[src/hdl/mempool_pkg.sv]
/*
  System widths, vector types and the core and L2 bank counts
*/

package mempool_pkg;

  // Host bus widths
  localparam int unsigned AddrWidth = 32;
  localparam int unsigned DataWidth = 32;
  localparam int unsigned StrbWidth = DataWidth / 8;

  // Byte address, data word and byte-enable mask
  typedef logic [AddrWidth-1:0] addr_t;
  typedef logic [DataWidth-1:0] data_t;
  typedef logic [StrbWidth-1:0] strb_t;

  // Cores that the control block can wake
  localparam int unsigned NumCores = 4;

  typedef logic [NumCores-1:0] core_mask_t;

  // L2 organisation, word interleaved over the banks
  localparam int unsigned NumL2Banks     = 4;
  localparam int unsigned L2BankNumWords = 64;

  // Bank select and the row inside one bank
  typedef logic [$clog2(NumL2Banks)-1:0]     bank_idx_t;
  typedef logic [$clog2(L2BankNumWords)-1:0] bank_row_t;

endpackage : mempool_pkg

[src/hdl/system_map_pkg.sv]
/*
  System address map, decoder targets, control register offsets and boot image
*/

package system_map_pkg;

  // Region bases and sizes in bytes
  localparam mempool_pkg::addr_t L2BaseAddr      = 32'h8000_0000;
  localparam mempool_pkg::addr_t L2Size          = 32'h0000_0400;
  localparam mempool_pkg::addr_t BootromBaseAddr = 32'hA000_0000;
  localparam mempool_pkg::addr_t BootromSize     = 32'h0000_0040;
  localparam mempool_pkg::addr_t CtrlBaseAddr    = 32'h4000_0000;
  localparam mempool_pkg::addr_t CtrlSize        = 32'h0000_1000;

  // Target picked by the address decoder
  typedef enum logic [1:0] {
    TgtL2,
    TgtBootrom,
    TgtCtrl,
    TgtNone
  } target_e;

  // Control register byte offsets
  localparam mempool_pkg::addr_t WakeUpOffset  = 32'h0000_0000;
  localparam mempool_pkg::addr_t EocOffset     = 32'h0000_0004;
  localparam mempool_pkg::addr_t ScratchOffset = 32'h0000_0010;

  localparam int unsigned NumScratch = 4;

  // Start-up code of the cores, ends in a jump to the L2 base
  localparam int unsigned BootromNumWords = 16;

  localparam mempool_pkg::data_t BootromImage [BootromNumWords] = '{
    32'hf140_2573, 32'h4000_05b7, 32'h0005_a023, 32'h1050_0073,
    32'h0045_a283, 32'hfe02_8ce3, 32'h8000_02b7, 32'h0002_8067,
    32'h0000_0013, 32'h0000_0013, 32'h0000_0013, 32'h0000_0013,
    32'h0000_0013, 32'h0000_0013, 32'h0000_006f, 32'h0000_0000
  };

endpackage : system_map_pkg

[src/hdl/ctrl_registers.sv]
/*
  Control block: core wake-up pulses, end-of-computation word, scratch words
*/

`timescale 1ns/1ns

module ctrl_registers (
  input  logic                    clk_i,
  input  logic                    rst_i,
  input  logic                    req_i,
  input  logic                    we_i,
  input  mempool_pkg::addr_t      offset_i,
  input  mempool_pkg::data_t      wdata_i,
  output mempool_pkg::data_t      rdata_o,
  output mempool_pkg::core_mask_t wake_up_o,
  output logic                    eoc_valid_o
);

  logic                                          wake_hit;
  logic                                          eoc_hit;
  logic                                          scratch_hit;
  mempool_pkg::addr_t                            scratch_off;
  logic [$clog2(system_map_pkg::NumScratch)-1:0] scratch_idx;
  mempool_pkg::data_t                            read_word;
  mempool_pkg::data_t                            rdata_q;
  mempool_pkg::data_t                            eoc_q;
  mempool_pkg::data_t                            scratch_q [system_map_pkg::NumScratch];
  mempool_pkg::core_mask_t                       wake_up_q;

  assign scratch_off = offset_i - system_map_pkg::ScratchOffset;
  assign scratch_idx = scratch_off[2 +: $clog2(system_map_pkg::NumScratch)];

  assign wake_hit    = (offset_i == system_map_pkg::WakeUpOffset);
  assign eoc_hit     = (offset_i == system_map_pkg::EocOffset);
  // Whole aligned words inside the scratch window
  assign scratch_hit = (scratch_off < 4 * system_map_pkg::NumScratch)
                       && (scratch_off[1:0] == 2'b00);

  // Wake-up register has no storage and reads as zero
  always_comb begin
    read_word = '0;
    if (eoc_hit) begin
      read_word = eoc_q;
    end else if (scratch_hit) begin
      read_word = scratch_q[scratch_idx];
    end
  end

  always_ff @(posedge clk_i) begin
    if (rst_i) begin
      wake_up_q <= '0;
      eoc_q     <= '0;
      for (int i = 0; i < system_map_pkg::NumScratch; i++) begin
        scratch_q[i] <= '0;
      end
    end else begin
      // One-cycle pulse on the cores named in the write
      wake_up_q <= '0;
      if (req_i && we_i) begin
        if (wake_hit) begin
          wake_up_q <= wdata_i[mempool_pkg::NumCores-1:0];
        end
        if (eoc_hit) begin
          eoc_q <= wdata_i;
        end
        if (scratch_hit) begin
          scratch_q[scratch_idx] <= wdata_i;
        end
      end
    end
  end

  always_ff @(posedge clk_i) begin
    if (req_i) begin
      rdata_q <= read_word;
    end
  end

  assign rdata_o     = rdata_q;
  assign wake_up_o   = wake_up_q;
  assign eoc_valid_o = eoc_q[0];

endmodule : ctrl_registers

[config.mk]
export PLATFORM = sky130hd
export DESIGN_NAME = ctrl_registers
export DESIGN_NICKNAME = d
export VERILOG_FILES = /design/src/hdl/mempool_pkg.sv /design/src/hdl/system_map_pkg.sv /design/src/hdl/ctrl_registers.sv
export SDC_FILE = /design/constraint.sdc
export NUM_CORES = 1
export LEC_CHECK = 0
export ABC_AREA = 1
export ABC_CLOCK_PERIOD_IN_PS = 2500
export BUFFER_PORTS_ARGS = -buffer_cell sky130_fd_sc_hd__buf_2
export CELL_PAD_IN_SITES_DETAIL_PLACEMENT = 2
export CELL_PAD_IN_SITES_GLOBAL_PLACEMENT = 2
export CORE_MARGIN = 1
export CORE_UTILIZATION = 33
export CTS_CLUSTER_DIAMETER = 30
export DETAILED_ROUTE_END_ITERATION = 16
export PLACE_DENSITY = 0.76
export SETUP_SLACK_MARGIN = 0.3
export SYNTH_ARGS = -nofsm -noshare
export SYNTH_HDL_FRONTEND = slang
export SYNTH_SLANG_ARGS = --single-unit
[constraint.sdc]
create_clock -name clk_i -period 2.5 [get_ports clk_i]
set_clock_uncertainty 0.2 [all_clocks]
set_input_delay 0 -clock clk_i [delete_from_list [all_inputs] [get_ports clk_i]]
set_output_delay 0 -clock clk_i [all_outputs]
set_load 0.05 [all_outputs]
* Word level (Yosys, flattened, before mapping)
Memory sizes are Yosys's and may differ from the RTL's. Index checks and enable logic that the tools add are counted.
Cells by class: mux-type cells 11, $lt $le $gt $ge 1, add/subtract/negate cells 1, eq/ne operators 1, reduce and logical (&&, ||, !) cells 7, bitwise gates (word level) 2
Operators with widths (number):
- two-way mux 32 bit | 3
- == test 32 x 3 -> 1 bit (second input constant) | 1
- logical NOT 32 bit | 1
- less-than comparator 32 x 5 -> 1 bit (second input constant) | 1
- OR reduction 32 bit | 1
- subtractor 32 x 5 -> 32 bit (second input constant) | 1
- two-way mux 1 bit | 7
- OR reduction 3 bit | 1
- logical AND 1 bit | 2
- logical NOT 2 bit | 1
- two-way mux 2 bit | 1
- NOT 1 bit | 2
- AND reduction 2 bit | 1
Storage, ports and cells: register bits 68, memory bits (writable) 128, output and inout bits 37, word-level logic and storage cells 27, memories kept 1, input port bits 68
Memory list:
- scratch_q | depth 4, bits a word 32, rd ports 1, clocked after memory_dff 0, write ports 4, line ctrl_registers.sv:27 | mempool_pkg::data_t scratch_q [system_map_pkg::NumScratch];

* Longest topological paths before layout
depth in word-level cells 9, depth in mapped cells 14, depth with buffers taken out 13

* Least setup slack after synthesis
OpenSTA, ideal clock, no wires.
path kind input-to-reg, from input offset_i[7], to memory scratch_q[0][0] (netlist name), enable pin, setup slack -232 ps, setup time 389 ps, buffers on the path 1, data required time 1911 ps, arrival 2143 ps, cell stages on the path 10, cell sequence nor2_1 > nand2_1 > nor2_4 > nand2_1 > o21ai_1 > nand3_1 > nor3_4 > nand4_2 > buf_2 > nand2_1
RTL lines:
- start: declaration | line ctrl_registers.sv:12 | input mempool_pkg::addr_t offset_i,
- end: declaration | line ctrl_registers.sv:27

==> impl_metrics.py <==
metrics = {
    "run_status": {
        "status": "finished clean",
    },
    "timing": {
        "tns_ps": 0,
        "maxSlewViolCount": 0,
        "slew_headroom_pct": 30.3,
        "setup_viol": 0,
        "worst_pin_slew_ps": 1040,
        "rsz0062_at_grt": "false",
        "period_share_pct": 82.3,
        "period_needed_ps": 2060,
        "hold_slack_ps": 16.3,
        "hold_viol": 0,
        "clock.fmax_mhz": 486,
    },
    "power_and_ir_drop": {
        "swShare_pct": 25.1,
        "p_int_mw": 5.34,
        "seqPwrFrac_pct": 51.6,
        "p_leak_nw": 4.73,
        "clkPwrFrac_pct": 39.8,
        "combPwrFrac_pct": 8.6,
        "peakVddDrop_v": 0.000454,
        "p_sw_mw": 1.79,
        "power_density_nw_per_um2": 638,
    },
    "yosys": {
        "synth_seq_cells": 196,
        "synthSimpleGateAreaFrac_pct": 24.0,
        "syn_inst": 937,
        "synth.cell_area_um2": 8740,
        "yosys_warnings": 0,
        "synth_top_family_by_area": "simple AND/OR/NAND/NOR gates",
        "avgSynthCellArea_um2": 9.32,
        "synth_nets": 1005,
        "synth_mux_area_share_pct": 0,
        "ys_types": 23,
        "seq_area_frac_synth_pct": 63.2,
        "synth_compound_area_share_pct": 6.53,
        "synth_fa_ha_area_share_pct": 0,
        "synth-xor-area-share_pct": 0.301,
    },
    "floorplanning": {
        "die-area_um2": 27100,
        "core-area_um2": 26000,
        "ios": 105,
        "start_util_pct": 33.6,
        "die_height_um": 165,
        "die_x_um": 165,
        "rows": 59,
    },
    "drt": {
        "drc_errors": 0,
        "via_count": 7501,
        "wire_per_inst_um": 21.3,
        "vias_per_cell": 5.18,
        "drt-initial-drc-count": 423,
        "routed_wl_mm": 30.9,
        "detail-route-antenna-nets": 0,
        "dr.pass1.iters": 4,
    },
    "placed_design": {
        "hpwl_mm": 20.5,
        "placed_cells": 1374,
        "gp_congestion": 0.835,
        "io_buffers": 104,
        "place_area_um2": 10100,
    },
    "critical_path": {
        "crit_family": "simple AND/OR/NAND/NOR gates",
        "crit_type": "input port to flip-flop",
        "crit_path_cell_trace": "buf_2, nor2_4, nand2_4, nor2_4, nand2_2, nand2_1, nand2_1, nor2_1, nand2_1, nor2_1, nand2_1, nor2_4, buf_12, nand4_1, nand2_4, buf_12",
        "critPathArrivalTime_ps": 2000,
        "cp_common_cell": "nand2_1",
        "crit_path_top_delay_cell": "nor2_4",
        "slowest_delay_ps": 200,
        "cp_max_fo": 18,
        "start_kind": "input port",
        "worstPathRequired_ps": 2440,
        "worst-r2r-setup-slack_ps": 1040,
        "end_kind": "flip-flop",
        "cp.buffers_inverters": 3,
    },
    "clock_network": {
        "cts.sinks": 196,
        "cts_root_buf": "clkbuf_16",
        "clk_pin_slew_ps": 80,
        "cts_buffer_depth": 2,
        "cts_tree": "done",
        "cts_buffers": 17,
        "worstSkewPairLatency_ps": 450,
        "htreeDepth": 4,
    },
    "final_layout": {
        "fin_cells": 1449,
        "num_antenna_cells": 0,
        "final_area_um2": 11200,
        "nNetsFinal": 1169,
        "layout_common_cells": "nand2_1, edfxtp_1, nor2_1",
        "final_common_cell": "nand2_1",
        "syn_to_final_growth_pct": 27.7,
        "drive_gt1_share_pct": 19.5,
    },
    "global_routing": {
        "grt_pass1_vias": 8230,
        "grt-ovfl-total": 0,
        "grt_max_degree": 37,
        "grt_first_pass_wirelength_mm": 47.3,
        "antenna_found_initial": 0,
        "track_usage_pct": 23.7,
    },
    "run": {
        "cap_violations": 0,
    },
    "hold_path": {
        "hp-class": "input port to flip-flop",
    },
}
==> power by group through the flow <==
stage	Sequential, mW	Clock (mW)	Combinational [mW]
floorplan	3.78	0	0.229
detailed placement	3.74	0	0.562
CTS	3.67	2.87	0.614
global route	3.68	2.99	0.665
finish	3.67	2.84	0.613
global placement	3.73	0	0.548
==> logic make-up after synthesis <==
family                    after synthesis
xor gates and xnor gates                3
and+or+nand+nor                       495
buffers and inverters                 134
DFF                                   196
AOI/OAI and AO/OA                     109
==> sequential cells by signal (all words and copies together) (netlist names) <==
register   count
rdata_o       32
scratch_q    128
eoc_q         32
wake_up_o      4
==> path summary, 6_finish.rpt <==
check,from,to,cells past startpoint
worst max-delay path,offset_i[5],scratch_q[1][0],16
worst min-delay path,req_i,rdata_o[0],2
worst max register to register,scratch_q[0][27],rdata_o[27],4
worst min register to register,eoc_q[14],rdata_o[14],2
==> layer usage <==
layer	track usage, %	part of all wire [%]	vias to the layer above	routed length [um]
met3	2.89	3.3	44	1000
met1	29.1	43	3808	13200
met4	7.76	1.9	0	595
li1	-	-	3478	-
met5	0	0	-	0
met2	42.6	52	171	16000
==> final cells by class <==
cell class,instances,area (um2)
Fill cell,2869,14800
Timing Repair Buffer,192,1470
Clock inverter,15,166
Tap cell,335,419
Sequential cell,196,5530
Multi-Input combinational cell,608,2840
Inverter,86,323
Clock buffer,17,425
==> what timing repair did <==
item / 4_1_cts / 5_1_grt
gates cloned: 1 / 0
hold buffers: 37 / 0
setup buffers: 1 / 4
pin swaps: 1 / 2
gates resized for setup: 4 / 13
endpoints found under the hold margin: 164 / 0
endpoints found under the setup margin: 79 / 205
==> stage by stage <==
stage	utilization, %	total power [mW]	worst slack (ps)
after global routing	42.9	7.34	283
after global placement	38.7	4.28	-120
final	42.9	7.12	441
after CTS	42.7	7.16	354
after floorplan	-	4.01	311
after detailed placement	38.7	4.31	-182
==> synthesized netlist by cell type <==
cell	number	area share (%)
nor2_4	2	0.26
edfxtp_1	160	55
nand4_1	63	4.5
o21ai_0	64	3.7
o21bai_1	1	0.086
nand3_1	24	1.4
a21oi_1	32	1.8
a22oi_1	9	0.77
nor4_1	1	0.072
nor2_2	4	0.29
buf_2	10	0.57
nand2_2	1	0.072
nor2_1	154	6.6
xor2_1	3	0.30
nor3_4	1	0.19
nand2_1	243	10
nor3_1	1	0.057
nand4_2	1	0.14
inv_1	85	3.7
clkinv_1	1	0.043
dfxtp_1	36	8.2
clkbuf_1	38	1.6
o21ai_1	3	0.17
Power figures use the tool's default switching activity.
