## src/hdl/mempool_pkg.sv

```systemverilog
/*
  System widths, vector types and the core and L2 bank counts
*/

package mempool_pkg;

  // Host bus widths
  localparam int unsigned AddrWidth = 32;
  localparam int unsigned DataWidth = 32;
  localparam int unsigned StrbWidth = DataWidth / 8;

  // Byte address, data word and byte-enable mask
  typedef logic [AddrWidth-1:0] addr_t;
  typedef logic [DataWidth-1:0] data_t;
  typedef logic [StrbWidth-1:0] strb_t;

  // Cores that the control block can wake
  localparam int unsigned NumCores = 4;

  typedef logic [NumCores-1:0] core_mask_t;

  // L2 organisation, word interleaved over the banks
  localparam int unsigned NumL2Banks     = 4;
  localparam int unsigned L2BankNumWords = 64;

  // Bank select and the row inside one bank
  typedef logic [$clog2(NumL2Banks)-1:0]     bank_idx_t;
  typedef logic [$clog2(L2BankNumWords)-1:0] bank_row_t;

endpackage : mempool_pkg

```

## src/hdl/system_map_pkg.sv

```systemverilog
/*
  System address map, decoder targets, control register offsets and boot image
*/

package system_map_pkg;

  // Region bases and sizes in bytes
  localparam mempool_pkg::addr_t L2BaseAddr      = 32'h8000_0000;
  localparam mempool_pkg::addr_t L2Size          = 32'h0000_0400;
  localparam mempool_pkg::addr_t BootromBaseAddr = 32'hA000_0000;
  localparam mempool_pkg::addr_t BootromSize     = 32'h0000_0040;
  localparam mempool_pkg::addr_t CtrlBaseAddr    = 32'h4000_0000;
  localparam mempool_pkg::addr_t CtrlSize        = 32'h0000_1000;

  // Target picked by the address decoder
  typedef enum logic [1:0] {
    TgtL2,
    TgtBootrom,
    TgtCtrl,
    TgtNone
  } target_e;

  // Control register byte offsets
  localparam mempool_pkg::addr_t WakeUpOffset  = 32'h0000_0000;
  localparam mempool_pkg::addr_t EocOffset     = 32'h0000_0004;
  localparam mempool_pkg::addr_t ScratchOffset = 32'h0000_0010;

  localparam int unsigned NumScratch = 4;

  // Start-up code of the cores, ends in a jump to the L2 base
  localparam int unsigned BootromNumWords = 16;

  localparam mempool_pkg::data_t BootromImage [BootromNumWords] = '{
    32'hf140_2573, 32'h4000_05b7, 32'h0005_a023, 32'h1050_0073,
    32'h0045_a283, 32'hfe02_8ce3, 32'h8000_02b7, 32'h0002_8067,
    32'h0000_0013, 32'h0000_0013, 32'h0000_0013, 32'h0000_0013,
    32'h0000_0013, 32'h0000_0013, 32'h0000_006f, 32'h0000_0000
  };

endpackage : system_map_pkg

```

## src/hdl/system_addr_decode.sv

```systemverilog
/*
  Address decoder: region match, per-target strobes and response select
*/

`timescale 1ns/1ns

module system_addr_decode (
  input  logic               clk_i,
  input  logic               rst_i,
  input  logic               req_i,
  input  logic               we_i,
  input  mempool_pkg::addr_t addr_i,
  input  mempool_pkg::data_t l2_rdata_i,
  input  mempool_pkg::data_t rom_rdata_i,
  input  mempool_pkg::data_t ctrl_rdata_i,
  output logic               l2_req_o,
  output logic               rom_req_o,
  output logic               ctrl_req_o,
  output mempool_pkg::addr_t offset_o,
  output logic               rvalid_o,
  output mempool_pkg::data_t rdata_o,
  output logic               err_o
);

  mempool_pkg::addr_t      l2_off;
  mempool_pkg::addr_t      rom_off;
  mempool_pkg::addr_t      ctrl_off;
  system_map_pkg::target_e tgt;
  system_map_pkg::target_e tgt_q;
  logic                    rvalid_q;
  logic                    err_q;

  // Offsets below the base wrap to large values and fail the size check
  assign l2_off   = addr_i - system_map_pkg::L2BaseAddr;
  assign rom_off  = addr_i - system_map_pkg::BootromBaseAddr;
  assign ctrl_off = addr_i - system_map_pkg::CtrlBaseAddr;

  always_comb begin
    tgt      = system_map_pkg::TgtNone;
    offset_o = '0;
    if (l2_off < system_map_pkg::L2Size) begin
      tgt      = system_map_pkg::TgtL2;
      offset_o = l2_off;
    end else if (rom_off < system_map_pkg::BootromSize && !we_i) begin
      tgt      = system_map_pkg::TgtBootrom;
      offset_o = rom_off;
    end else if (ctrl_off < system_map_pkg::CtrlSize) begin
      tgt      = system_map_pkg::TgtCtrl;
      offset_o = ctrl_off;
    end
  end

  assign l2_req_o   = req_i && (tgt == system_map_pkg::TgtL2);
  assign rom_req_o  = req_i && (tgt == system_map_pkg::TgtBootrom);
  assign ctrl_req_o = req_i && (tgt == system_map_pkg::TgtCtrl);

  // Every target answers one cycle after its strobe
  always_ff @(posedge clk_i) begin
    if (rst_i) begin
      rvalid_q <= 1'b0;
      err_q    <= 1'b0;
      tgt_q    <= system_map_pkg::TgtNone;
    end else begin
      rvalid_q <= req_i;
      err_q    <= req_i && (tgt == system_map_pkg::TgtNone);
      tgt_q    <= tgt;
    end
  end

  always_comb begin
    rdata_o = '0;
    if (!err_q) begin
      case (tgt_q)
        system_map_pkg::TgtL2:      rdata_o = l2_rdata_i;
        system_map_pkg::TgtBootrom: rdata_o = rom_rdata_i;
        system_map_pkg::TgtCtrl:    rdata_o = ctrl_rdata_i;
        default:                    rdata_o = '0;
      endcase
    end
  end

  assign rvalid_o = rvalid_q;
  assign err_o    = err_q;

endmodule : system_addr_decode

```

## config.mk

```make
export PLATFORM = sky130hd
export DESIGN_NAME = system_addr_decode
export DESIGN_NICKNAME = d
export VERILOG_FILES = /design/src/hdl/mempool_pkg.sv /design/src/hdl/system_map_pkg.sv /design/src/hdl/system_addr_decode.sv
export SDC_FILE = /design/constraint.sdc
export NUM_CORES = 1
export LEC_CHECK = 0
export ABC_AREA = 1
export BUFFER_PORTS_ARGS = -buffer_cell sky130_fd_sc_hd__buf_2
export CAP_MARGIN = 20
export CORE_AREA = 2 2 77 79
export DETAILED_ROUTE_END_ITERATION = 10
export DIE_AREA = 0 0 79 81
export PLACE_DENSITY = 0.74
export SKIP_LAST_GASP = 1
export SLEW_MARGIN = 20
export SYNTH_ARGS = -nofsm -noshare
export SYNTH_HDL_FRONTEND = slang
export SYNTH_SLANG_ARGS = --single-unit
export TNS_END_PERCENT = 5
```

## constraint.sdc

```tcl
create_clock -name clk_i -period 2.05 [get_ports clk_i]
set_clock_uncertainty 0.15 [all_clocks]
set_input_delay 0 -clock clk_i [delete_from_list [all_inputs] [get_ports clk_i]]
set_output_delay 0 -clock clk_i [all_outputs]
set_load 0.02 [all_outputs]
```

; Word-level counts from Yosys, hierarchy flattened
; Index checks and enable logic that the tools add are counted.
[totals]
reg_bits = 4
wordCells = 30
[op_classes]
n_addsub = 3
magnitude_cmp = 3
eq_ne = 5
n_mux = 8
reduce_logical = 8
[op_table]
columns = cell, count
row1 = 2-to-1 mux 32 bit, 4
row2 = case mux 32 bit (3 select lines), 1
row3 = "subtractor 32 bit, second input constant", 2
row4 = "< comparator 32 x 11 -> 1 bit, second input constant", 1
row5 = "< comparator 32 x 13 -> 1 bit, second input constant", 1
row6 = "< comparator 32 x 7 -> 1 bit, second input constant", 1
row7 = "subtractor 32 x 31 -> 32 bit, second input constant", 1
row8 = "== test 2 bit, second input constant", 3
row9 = logical AND 1 bit, 5
row10 = "== test 2 x 1 -> 1 bit, second input constant", 2
row11 = zero test 2 bit, 2
row12 = 2-to-1 mux 2 bit, 2
row13 = zero test 1 bit, 1
row14 = 2-to-1 mux 1 bit, 1

; Depth between registers and ports, before layout
[depth]
word_depth = 7
ltp_mapped = 11
depth_no_buf = 11

; Least setup slack after synthesis
; No wires, ideal clock.
[synth_path]
path_kind = input-to-output
from = input port addr_i[30]
to = output port l2_req_o
arrival_time_ps = 1167
setup_slack_ps = 733
cell_stages = 10
cell_sequence = inv_1 ha_1 inv_1 nor2_1 nor2_1 nand2_1 inv_2 nand3_4 buf_6 nor2_1
[synth_via]
elab_chain_cells = 7
elab_cells_between_ends = 12
cone_classes = add/sub: 3 / order compare: 3 / mux: 3 / reduce/logical: 3
[synth_rtl]
columns = item, line_no
row1 = "start, declared", system_addr_decode.sv:12  ; input mempool_pkg::addr_t addr_i,
row2 = subtractor 32 x 31 -> 32 bit / subtractor 32 bit (equally long branches), "system_addr_decode.sv:36, system_addr_decode.sv:35"
row3 = < comparator 32 x 13 -> 1 bit / < comparator 32 x 7 -> 1 bit (equally long branches), "system_addr_decode.sv:47, system_addr_decode.sv:44"
row4 = 2-to-1 mux 1 bit / logical AND 1 bit (equally long branches), "system_addr_decode.sv:47, system_addr_decode.sv:44"
row5 = 2-to-1 mux 2 bit, system_addr_decode.sv:44  ; end else if (rom_off < system_map_pkg::BootromSize && !we_i) begin
row6 = 2-to-1 mux 2 bit *, system_addr_decode.sv:41  ; if (l2_off < system_map_pkg::L2Size) begin
row7 = zero test 2 bit *, system_addr_decode.sv:53  ; assign l2_req_o = req_i && (tgt == system_map_pkg::TgtL2);
row8 = logical AND 1 bit *, system_addr_decode.sv:53
row9 = "end, declared", system_addr_decode.sv:16  ; output logic l2_req_o,
; Mark *: on every way between the ends. The rest lies on a longest branch, timed or not.

; Worst setup path in the final report
[layout_path]
from = input port addr_i[30]
to = output port offset_o[1]
[layout_via]
elab_chain_cells = 5
elab_cells_between_ends = 10
cone_classes = add/sub: 3 / order compare: 3 / mux: 3 / reduce/logical: 1
[layout_rtl]
columns = item, line_no
row1 = subtractor 32 x 31 -> 32 bit / subtractor 32 bit (equally long branches), "system_addr_decode.sv:36, system_addr_decode.sv:35"
row2 = < comparator 32 x 13 -> 1 bit / < comparator 32 x 7 -> 1 bit (equally long branches), "system_addr_decode.sv:47, system_addr_decode.sv:44"
row3 = 2-to-1 mux 32 bit / logical AND 1 bit (equally long branches), "system_addr_decode.sv:47, system_addr_decode.sv:44"
row4 = 2-to-1 mux 32 bit, system_addr_decode.sv:44
row5 = 2-to-1 mux 32 bit *, system_addr_decode.sv:41
row6 = "end, declared", system_addr_decode.sv:19  ; output mempool_pkg::addr_t offset_o,
; Marks and branches as above.

==> out/results.tsv <==
metric	value	unit
final period utilization	0.843	
Global Route Usage Sum	0.171	
placed insts	608	
dpl hpwl	5220	µm
clk slew on worst S/H paths	0.03	ns
hold crit path type	in -> reg	
largest net degree at the start of global routing	34	
count of buffers from port buffering	200	
hold path endpoint	err_o$_SDFF_PP0_	
Core ar.	0.00568	mm²
Multi-input gate area	0.00120	mm²
Req. time, crit path	1.90	ns
total power	664	µW
worst setup path category	in -> out	
footprint of the flip-flops and latches	80.1	µm²
Max Clock Freq	578	MHz
Yosys reg bits	4	
1st-iter DRT viols	50	
DR WL/cell	10.1	µm
top-level I/O count	201	
number of fill cells	613	
hold depth	5	
count of cells resized by post-cts repair	0	
Avg Inst Size Synth	4.73	µm²
CTS Buf Count	3	
final setup vio count	0	
full die area	0.00640	mm²
CP Launch Type	input port	
Max-slew headroom	0.718	
CTS tree	built	
Layout area overhead	68.4	%
die width	79	µm
CTS Root Cell	clkbuf_8	
initial antenna violation count	2	
total gr overflow	0	
final design utilization	0.482	
worst-path fanout max	33	
Synth Cell Area	0.00162	mm²
Syn Nets	479	
Pins Over Slew Limit	0	
hold slack	0.00710	ns
Post-Layout Cell Count	615	
Vias	2685	
DRT antenna net count	0	
number of distinct library cells after synthesis	23	
First-pass DRT Iterations	4	
# hold bufs at CTS	2	
Slowest cell on crit path	nand3_4	
RSZ-0062 raised after global routing	no	
Final GP Congestion	0.795	
Tightest Pin Transition	0.423	ns
Crit. End Element	output pin	
DRC viols	0	
Layout Nets	676	
Total Neg Setup Slack	0	ns
Worst VDD drop	0.291	mV
synth warn	0	
post-route minimum period	1.73	ns
register area share after synthesis	0.0493	
initial core utilization	0.286	
clk sinks	4	
share of cells above drive strength 1	0.435	
status	finished clean	
critical-path cell list	buf_2 > inv_1 > ha_1 > inv_1 > nor2_1 > nand2_1 > nand2_1 > inv_2 > nand3_4 > nand3_4 > nand2_1 > inv_1 > buf_2	
Std-Cell Rows	28	
Max-Cap Viols	0	
setup repair bufs after CTS	0	
Total Routed Length	6230	µm
vias per cell	4.37	
critical path arrival	1.58	ns
H-tree levels	1	
Die Y	81	µm
vias in the first global route	2231	
first-pass GRT wire length	9100	µm
Leak	0.00199	µW
HP Start	req_i	
Max Buffers Root-to-Sink	2	
Cell Pwr Density	243	mW/mm²
Post-Synthesis Cells	343	
crit-path max cell delay	0.32	ns
Fin. Hold Viols	0	
[report_power, final]
part | switching [µW] | internal [µW]
registers | 2.08 | 82.2
logic | 238 | 179
clock network | 36.7 | 125
[per-layer routing]
metal,wire [µm],part of all wire,GRT usage
met1,2360,0.38,0.173
met2,3200,0.51,0.352
met3,565,0.091,0.0333
met4,94,0.015,0.0483
met5,0,0,0
[cells by family after synthesis]
logic type	count (synthesis)	share of synthesized area
adder cells (fa/ha/maj)	4	0.0308
flip-flops	4	0.0493
AO/OA/AOI/OAI	8	0.0524
AND/OR/NAND/NOR	242	0.646
buffers and inverters	84	0.216
XOR/XNOR	1	0.00539
[layout by cell type, fill, tap and decap left out, types with 4 or more instances in the layout]
master,instances
nor2_1,37
ha_1,4
inv_1,67
buf_4,5
buf_2,200
nand3_1,35
nand2_1,149
a21boi_2,6
dfxtp_1,4
nor2_2,6
[registers in the layout, summed over array words and instances, names as in the netlist]
name	cells
err_o	1
tgt_q	2
rvalid_o	1
[worst max-delay path by stage]
| stage | from | to | slack, ns | cells past startpoint |
|---|---|---|---|---|
| 4_1_cts | addr_i[30] | offset_o[1] | 0.30 | 13 |
| 5_1_grt | addr_i[30] | offset_o[0] | 0.14 | 13 |
| 3_3_place_gp | addr_i[30] | offset_o[0] | 0.37 | 13 |
| 6_report | addr_i[30] | offset_o[1] | 0.32 | 13 |
| 2_1_floorplan | addr_i[30] | l2_req_o | 0.73 | 10 |
| 3_5_place_dp | addr_i[30] | offset_o[1] | 0.30 | 13 |
[stage by stage]
stage	setup WS, ns	instance area [µm²]
floorplan	0.733	1620
global placement	0.366	2670
detailed placement	0.296	2670
CTS	0.295	2730
global route	0.139	2730
finish	0.321	2740
[cell type report]
type,instances,area share
Inverter,69,0.0947
Multi-Input combinational cell,255,0.438
Timing Repair Buffer,207,0.387
Antenna cell,2,0.00183
Clock buffer,3,0.0151
Tap cell,75,0.0343
Sequential cell,4,0.0293
[critical path: cells and delay by family]
| kind | cells | cell delay (ns) |
|---|---|---|
| buffers and inverters | 6 | 0.56 |
| adder cells (fa/ha/maj) | 1 | 0.21 |
| AND/OR/NAND/NOR | 6 | 0.81 |
[cell usage after synthesis]
cell | instances | area [µm²]
nand2_1 | 149 | 559
nand2_2 | 3 | 18.8
ha_1 | 4 | 50.1
buf_2 | 4 | 20.0
nand3_2 | 2 | 20.0
o21ai_2 | 2 | 17.5
xor2_1 | 1 | 8.76
nand4_1 | 2 | 12.5
nor2_1 | 39 | 146
inv_1 | 67 | 251
dfxtp_1 | 4 | 80.1
nand3_1 | 35 | 175
nor2_4 | 2 | 22.5
buf_1 | 3 | 11.3
buf_12 | 1 | 20.0
inv_2 | 2 | 7.51
and2_1 | 1 | 6.26
nand3_4 | 3 | 52.6
clkbuf_1 | 5 | 18.8
a21boi_2 | 6 | 67.6
nor3_1 | 2 | 10.0
nor2_2 | 4 | 25.0
buf_6 | 2 | 22.5
(Power assumes the default switching activity.)
