==> config.mk <==
export PLATFORM = sky130hd
export DESIGN_NAME = bootrom
export DESIGN_NICKNAME = d
export VERILOG_FILES = /design/src/hdl/mempool_pkg.sv /design/src/hdl/system_map_pkg.sv /design/src/hdl/bootrom.sv
export SDC_FILE = /design/constraint.sdc
export NUM_CORES = 1
export LEC_CHECK = 0
export ABC_AREA = 1
export BUFFER_PORTS_ARGS = -buffer_cell sky130_fd_sc_hd__buf_2
export CAP_MARGIN = 20
export CORE_MARGIN = 3
export CORE_UTILIZATION = 42
export CTS_BUF_LIST = sky130_fd_sc_hd__clkbuf_4 sky130_fd_sc_hd__clkbuf_8
export DETAILED_ROUTE_END_ITERATION = 8
export PLACE_DENSITY_LB_ADDON = 0.15
export SYNTH_ARGS = -nofsm -noshare
export SYNTH_HDL_FRONTEND = slang
export SYNTH_SLANG_ARGS = --single-unit
==> constraint.sdc <==
create_clock -name clk_i -period 1.77 [get_ports clk_i]
set_clock_uncertainty 0.15 [all_clocks]
set_input_delay 0.354 -clock clk_i [delete_from_list [all_inputs] [get_ports clk_i]]
set_output_delay 0.354 -clock clk_i [all_outputs]
set_load 0.02 [all_outputs]
==> src/hdl/mempool_pkg.sv <==
/*
  System widths, vector types and the core and L2 bank counts
*/

package mempool_pkg;

  // Host bus widths
  localparam int unsigned AddrWidth = 32;
  localparam int unsigned DataWidth = 32;
  localparam int unsigned StrbWidth = DataWidth / 8;

  // Byte address, data word and byte-enable mask
  typedef logic [AddrWidth-1:0] addr_t;
  typedef logic [DataWidth-1:0] data_t;
  typedef logic [StrbWidth-1:0] strb_t;

  // Cores that the control block can wake
  localparam int unsigned NumCores = 4;

  typedef logic [NumCores-1:0] core_mask_t;

  // L2 organisation, word interleaved over the banks
  localparam int unsigned NumL2Banks     = 4;
  localparam int unsigned L2BankNumWords = 64;

  // Bank select and the row inside one bank
  typedef logic [$clog2(NumL2Banks)-1:0]     bank_idx_t;
  typedef logic [$clog2(L2BankNumWords)-1:0] bank_row_t;

endpackage : mempool_pkg

==> src/hdl/system_map_pkg.sv <==
/*
  System address map, decoder targets, control register offsets and boot image
*/

package system_map_pkg;

  // Region bases and sizes in bytes
  localparam mempool_pkg::addr_t L2BaseAddr      = 32'h8000_0000;
  localparam mempool_pkg::addr_t L2Size          = 32'h0000_0400;
  localparam mempool_pkg::addr_t BootromBaseAddr = 32'hA000_0000;
  localparam mempool_pkg::addr_t BootromSize     = 32'h0000_0040;
  localparam mempool_pkg::addr_t CtrlBaseAddr    = 32'h4000_0000;
  localparam mempool_pkg::addr_t CtrlSize        = 32'h0000_1000;

  // Target picked by the address decoder
  typedef enum logic [1:0] {
    TgtL2,
    TgtBootrom,
    TgtCtrl,
    TgtNone
  } target_e;

  // Control register byte offsets
  localparam mempool_pkg::addr_t WakeUpOffset  = 32'h0000_0000;
  localparam mempool_pkg::addr_t EocOffset     = 32'h0000_0004;
  localparam mempool_pkg::addr_t ScratchOffset = 32'h0000_0010;

  localparam int unsigned NumScratch = 4;

  // Start-up code of the cores, ends in a jump to the L2 base
  localparam int unsigned BootromNumWords = 16;

  localparam mempool_pkg::data_t BootromImage [BootromNumWords] = '{
    32'hf140_2573, 32'h4000_05b7, 32'h0005_a023, 32'h1050_0073,
    32'h0045_a283, 32'hfe02_8ce3, 32'h8000_02b7, 32'h0002_8067,
    32'h0000_0013, 32'h0000_0013, 32'h0000_0013, 32'h0000_0013,
    32'h0000_0013, 32'h0000_0013, 32'h0000_006f, 32'h0000_0000
  };

endpackage : system_map_pkg

==> src/hdl/bootrom.sv <==
/*
  Boot ROM with a registered read port
*/

`timescale 1ns/1ns

module bootrom (
  input  logic               clk_i,
  input  logic               req_i,
  input  mempool_pkg::addr_t offset_i,
  output mempool_pkg::data_t rdata_o
);

  logic [$clog2(system_map_pkg::BootromNumWords)-1:0] word_idx;
  mempool_pkg::data_t                                 rdata_q;

  // Word index, byte lane bits dropped
  assign word_idx = offset_i[2 +: $clog2(system_map_pkg::BootromNumWords)];

  // Output only changes on a new read
  always_ff @(posedge clk_i) begin
    if (req_i) begin
      rdata_q <= system_map_pkg::BootromImage[word_idx];
    end
  end

  assign rdata_o = rdata_q;

endmodule : bootrom

; Word-level counts from Yosys, hierarchy flattened
; Memory sizes are Yosys's and may differ from the RTL's. A register that Yosys moved wholly into a read port is not among the register bits.
; Index checks and enable logic that the tools add are counted.
; W data, S select, Z words.
[totals]
regBits = 0
rom_bits = 512
output_inout_bits = 32
memories = 1
[op_classes]
n_bitwise = 1
[memory_table]
columns = name, words, word_bits, read_ports, rd_ports_with_merged_regs, write_ports, line_no
row1 = (name not given), 16, 32, 1, 1, 0, bootrom.sv:23  ; rdata_q <= system_map_pkg::BootromImage[word_idx];
[op_table]
columns = op, count
row1 = $not A4 Y5, 1

; Depth between registers and ports, before layout
; Gate-level depths: netlist of the first run.
[depth]
word_depth = 1
depth_mapped = 5
mapped_depth_nobuf = 5

; Worst setup path after synthesis of the first run
; Ideal clock, no wire load.
[synth_timing]
path_kind = input to register
start = in offset_i[2]
end = reg rdata_q[6] (netlist: rdata_o[6]) (data pin)
arrival_ns = 0.854
t_required_ns = 1.359
setup_slack_ns = 0.505
cell_stages = 5
path_buffers = 0
path_cell_list = inv_1 > ha_1 > inv_1 > nand2_1 > nand3_1
[synth_via]
elab_chain_len = 1
[synth_lines]
columns = element, line_no
row1 = start: declaration, bootrom.sv:10  ; input mempool_pkg::addr_t offset_i,
row2 = $not A4 Y5 (not written as such), bootrom.sv:23
row3 = end: declaration, bootrom.sv:15  ; mempool_pkg::data_t rdata_q;
; Every way passes these cells.

; Worst setup path after layout of the first run
[layout_timing]
start = reg rdata_q[27] (netlist: rdata_o[27])
end = out rdata_o[27]
[layout_rtl]
columns = element, line_no
row1 = end: declaration, bootrom.sv:11  ; output mempool_pkg::data_t rdata_o
; No word-level cell between the ends.

==> results of run 1 <==
## layer usage
metal / vias to the layer above / GRT usage [%]
met3: 2 / 2.68
met5: - / 0
met1: 290 / 13.8
met4: 0 / 6.07
met2: 27 / 16.5
li1: 334 / -
## metrics by stage
stage / hold WS, ps / power (mW) / util [%] / cells
final: 239 / 1.02 / 51.8 / 148
after global routing: 228 / 1.07 / 51.8 / 148
after CTS: 235 / 1.03 / 51.8 / 148
after detailed placement: 541 / 0.801 / 50.5 / 144
after global placement: 548 / 0.800 / 50.5 / 144
after floorplan: 316 / 0.753 / - / 95
## path summary, 6_finish.rpt
check | start | endpoint | slack [ps] | cells after the start
min | offset_i[5] | rdata_o[1] | 240 | 2
max | rdata_o[27] | rdata_o[27] | 380 | 1
## layout by cell type (no fill, tap or decap), drive strengths merged
master	instances
o21ai	2
buf	33
nor2	6
ha	6
inv	12
conb	5
nand2	23
edfxtp	21
clkbuf	4
nand3	8
## kinds of logic after synthesis
kind of cell             Yosys count  synth area share (%)
AO/OA/AOI/OAI                      2                 0.986
adder cells (fa/ha/maj)            6                  7.40
buffers and inverters             24                  13.7
flip-flops                        21                  62.1
other                              1                 0.370
AND/OR/NAND/NOR                   37                  15.4
## power by group through the flow
| stage | sequential, mW | clock (mW) | combinational, mW |
|---|---|---|---|
| 6_report | 0.600 | 0.237 | 0.187 |
| 5_1_grt | 0.606 | 0.261 | 0.207 |
| 4_1_cts | 0.601 | 0.243 | 0.189 |
| 3_5_place_dp | 0.612 | 0 | 0.189 |
| 3_3_place_gp | 0.611 | 0 | 0.189 |
| 2_1_floorplan | 0.668 | 0 | 0.0847 |
## area by class of cell
| class | count | area share, % |
|---|---|---|
| Inverter | 12 | 3.85 |
| Tap cell | 28 | 3.00 |
| Clock buffer | 4 | 2.57 |
| Timing Repair Buffer | 33 | 14.3 |
| Multi-Input combinational cell | 50 | 22.3 |
| Sequential cell | 21 | 54.0 |
==> impl_results.md, run 1 <==
- CTS tree: built
- GPL Wtd Cong: 0.837
- Routed WL: 1.49 mm
- Total gr overflow: 0
- Async S/R FF share, synth: 0%
- N_diodes: 0
- Register area: 631 um^2
- Leak: 0.596 nW
- Vias: 653
- Switching Share: 27.0%
- P_sw: 277 uW
- Syn Inst Count: 91
- Post-DRT Antenna Nets: 0
- Area occupied by multi-input gates: 260 um^2
- Synth Warn #: 0
- Nets: 161
- Int Power: 747 uW
- Status: finished clean
- Critical path peak fanout: 4
- VDD IR max: 0.374 mV
- Crit-path slowest cell: edfxtp_1
- Max-cap viol count: 0
- Clk network pwr share: 23.1%
- I/O pin count: 66
- Hold_buf cts: 0
- Dpl hpwl: 1.12 mm
- Core region area: 2250 um^2
- DIE HEIGHT: 55.2 um
- Synth-to-Final Area Change: 15.2%
- Largest register FFs: 21
- Post-synthesis sequential area ratio: 62.1%
- Worst path bufs/invs: 1
- Largest net degree at the start of global routing: 22
- Highest Signal Layer: met4
- DR pass1 iterations: 4
- Final min period: 1390 ps
- Count of input and output buffers: 32
- Post-synth EDFFs: 21
- Share of cells above drive strength 1: 35.0%
- Hold Crit Class: input pin to flip-flop
- Starting Density: 45.0%
- Largest stage delay on the critical path: 420 ps
- Design Area, Final: 1170 um^2
- Worst-case clock buffer depth: 2
- Hold Vio Cnt, Final: 0
- Met2 routed WL: 659 um
- Worst-path clk slew: 110 ps
- CTS Buf Count: 3
- Vias in the first global route: 538
- Cell with the most instances after synthesis: nand2_1
- H-tree lvl count: 1
- PostCTS Resize Cnt: 0
- All-Layer GR Usage: 10.8%
- Combinational group share of total power: 18.2%
- Fmax achieved: 0.719 GHz
- Post-synth top area share: 62.1%
- Final setup viols: 0
- DRC: 0
- Setup bufs post-CTS: 0
- Setup tns final: 0 ps
- CP arrival: 890 ps
- Post-synth top area cell: edfxtp_1
- Synth top area cells: edfxtp_1 (62%), buf_4 (8.1%), nand2_1 (8.1%)
- Crit path capture type: primary output
- DR WL/cell: 10.1 um
- Pre-CTS worst setup slack: 228 ps
- Reg power frac: 58.6%
- Synth cell count leaders: nand2_1 (22), edfxtp_1 (21), buf_4 (11)
- Antenna violations before repair: 0
- Most used flip-flop cell after synthesis: edfxtp_1
- Placement Cell Area: 1140 um^2
- Routed length on met3: 130 um
- Crit Path Class: flip-flop to primary output
- Number of library cell types mapped by synthesis: 13
- Worst setup margin: 379 ps
- # rows: 17
- M1 WL: 689 um
- Setup crit start kind: flip-flop
- Max-slew violation count: 0
- Vias/cell: 4.41
- Clk root buf: clkbuf_4
- PwrDens: 876 nW/um^2
- Cells along the critical path: buf_2
- CP delay by family, top: flip-flops
- Synth Register Bits: 21
- Die Wd: 55.2 um
- Syn_area_per_cell: 11.2 um^2
- First-pass GRT wire length: 2.26 mm
- DR iter-0 viols: 7
- Required @ worst endpoint: 1270 ps
- DIE AREA: 3040 um^2
- Num Clock Sinks: 21
- RSZ-0062 raised after global routing: false
- Period utilization: 78.6%
- Post-synth design cell area: 1010 um^2
- Fillers: 229
Note: power is estimated with default switching activity, not from simulation.
==> run 2, diff against run 1 <==
- clock period: 1.77 -> 1.35 ns (I/O delays scaled with it)
==> run 2 against run 1 <==
  * Design area rose by 4.9%
  * First-iteration DRC count rose by 100%
  * Critical path depth did not move
  * Highest routed layer unchanged
==> impl_results.md, run 2 (synthesis gave the netlist of run 1 again) <==
- I/O pin count: 66
- H-tree lvl count: 1
- Switching Share: 27.0%
- Fmax achieved: 0.764 GHz
- Required @ worst endpoint: 930 ps
- DR iter-0 viols: 14
- P_sw: 367 uW
- Largest net degree at the start of global routing: 16
- Nets: 167
- Max-slew violation count: 0
- Starting Density: 45.0%
- Final setup viols: 0
- Critical path peak fanout: 4
- PwrDens: 1110 nW/um^2
- Max-cap viol count: 0
- Final min period: 1310 ps
- Total gr overflow: 0
- Placement Cell Area: 1200 um^2
- Post-DRT Antenna Nets: 0
- PostCTS Resize Cnt: 0
- Hold Vio Cnt, Final: 0
- Design Area, Final: 1230 um^2
- Leak: 0.630 nW
- DIE AREA: 3040 um^2
- Start point of the critical path: rdata_o[27]
- Hold Crit Class: input pin to flip-flop
- GPL Wtd Cong: 0.815
- CTS Buf Count: 3
- Clk root buf: clkbuf_4
- VDD IR max: 0.508 mV
- Int Power: 994 uW
- Most frequent cells in the layout: buf_2 (32), nand2_1 (22), edfxtp_1 (21)
- DRC: 0
- N_diodes: 0
- Num Clock Sinks: 21
- Status: finished clean
- Setup tns final: 0 ps
- Commonest non-fill, non-tap cell in the layout: buf_2
- Share of cells above drive strength 1: 38.1%
- Vias in the first global route: 558
- Pwr Total: 1.36 mW
- Crit-path slowest cell: edfxtp_1
- CP arrival: 890 ps
- RSZ-0062 raised after global routing: true
- Register area: 631 um^2
- Routed WL: 1.61 mm
- Largest stage delay on the critical path: 420 ps
- DR WL/cell: 10.4 um
- CP delay by family, top: flip-flops
- Reg power frac: 57.8%
- Crit path capture type: primary output
- DIE HEIGHT: 55.2 um
- Hold_buf cts: 0
- Cells along the critical path: buf_2
- Count of input and output buffers: 32
- Largest register FFs: 21
- Vias/cell: 4.47
- Critical Path Sink: rdata_o[27]
- DR pass1 iterations: 3
- Clk network pwr share: 22.8%
- Worst-path clk slew: 110 ps
- Vias: 689
- Worst-case clock buffer depth: 2
- Synth-to-Final Area Change: 20.8%
- Setup crit start kind: flip-flop
- Die Wd: 55.2 um
- Setup bufs post-CTS: 0
- Worst hold slack: 162 ps
- Antenna violations before repair: 0
- Area occupied by multi-input gates: 260 um^2
- Dpl hpwl: 1.26 mm
- Crit Path Class: flip-flop to primary output
- Fillers: 230
- CTS tree: built
- Combinational group share of total power: 19.4%
- All-Layer GR Usage: 12.0%
- First-pass GRT wire length: 2.44 mm
- # rows: 17
- Number of cells on the critical path: 1
- Worst path bufs/invs: 1
- Core region area: 2250 um^2
- Period utilization: 97.0%
## run 2: cell count changes in the layout (fill, tap and decap cells not counted), sizes merged
cell  delta
buf      +6
## run 2: power by group through the flow
stage	Clock, mW	Combinational, mW	Sequential (mW)
after global routing	0.349	0.293	0.793
after detailed placement	0	0.267	0.803
after floorplan	0	0.111	0.876
after CTS	0.322	0.267	0.788
final	0.310	0.264	0.787
after global placement	0	0.265	0.800
## run 2: worst min-delay path by stage
stage	cells past startpoint	slack, ps	to	start
after floorplan	0	230	rdata_o[10]	req_i
after global placement	2	460	rdata_o[1]	offset_i[4]
after detailed placement	2	470	rdata_o[1]	offset_i[4]
after CTS	2	150	rdata_o[1]	offset_i[4]
after global routing	1	160	rdata_o[1]	req_i
final	2	160	rdata_o[1]	offset_i[4]
## run 2: metrics by stage
| step | instances | setup WS, ps | utilization (%) |
|---|---|---|---|
| 3_5_place_dp | 150 | -31.3 | 53.1 |
| 5_1_grt | 154 | -19.0 | 54.4 |
| 2_1_floorplan | 95 | 169 | - |
| 3_3_place_gp | 150 | -34.0 | 53.1 |
| 4_1_cts | 154 | 24.6 | 54.4 |
| 6_report | 154 | 40.3 | 54.4 |
## run 2: routing by layer
| metal | global-route usage (%) | up-vias | routed length [um] | share of wire [%] |
|---|---|---|---|---|
| met2 | 18.3 | 27 | 728 | 45 |
| li1 | - | 347 | - | - |
| met4 | 7.29 | 0 | 10 | 0.62 |
| met1 | 15.0 | 313 | 718 | 45 |
| met5 | 0 | - | 0 | 0 |
| met3 | 3.22 | 2 | 148 | 9.2 |
## run 2: final cells by class
type | instances | share of cell area [%]
Timing Repair Buffer | 39 | 18.4
Inverter | 12 | 3.67
Tap cell | 28 | 2.86
Clock buffer | 4 | 2.45
Sequential cell | 21 | 51.4
Multi-Input combinational cell | 50 | 21.2
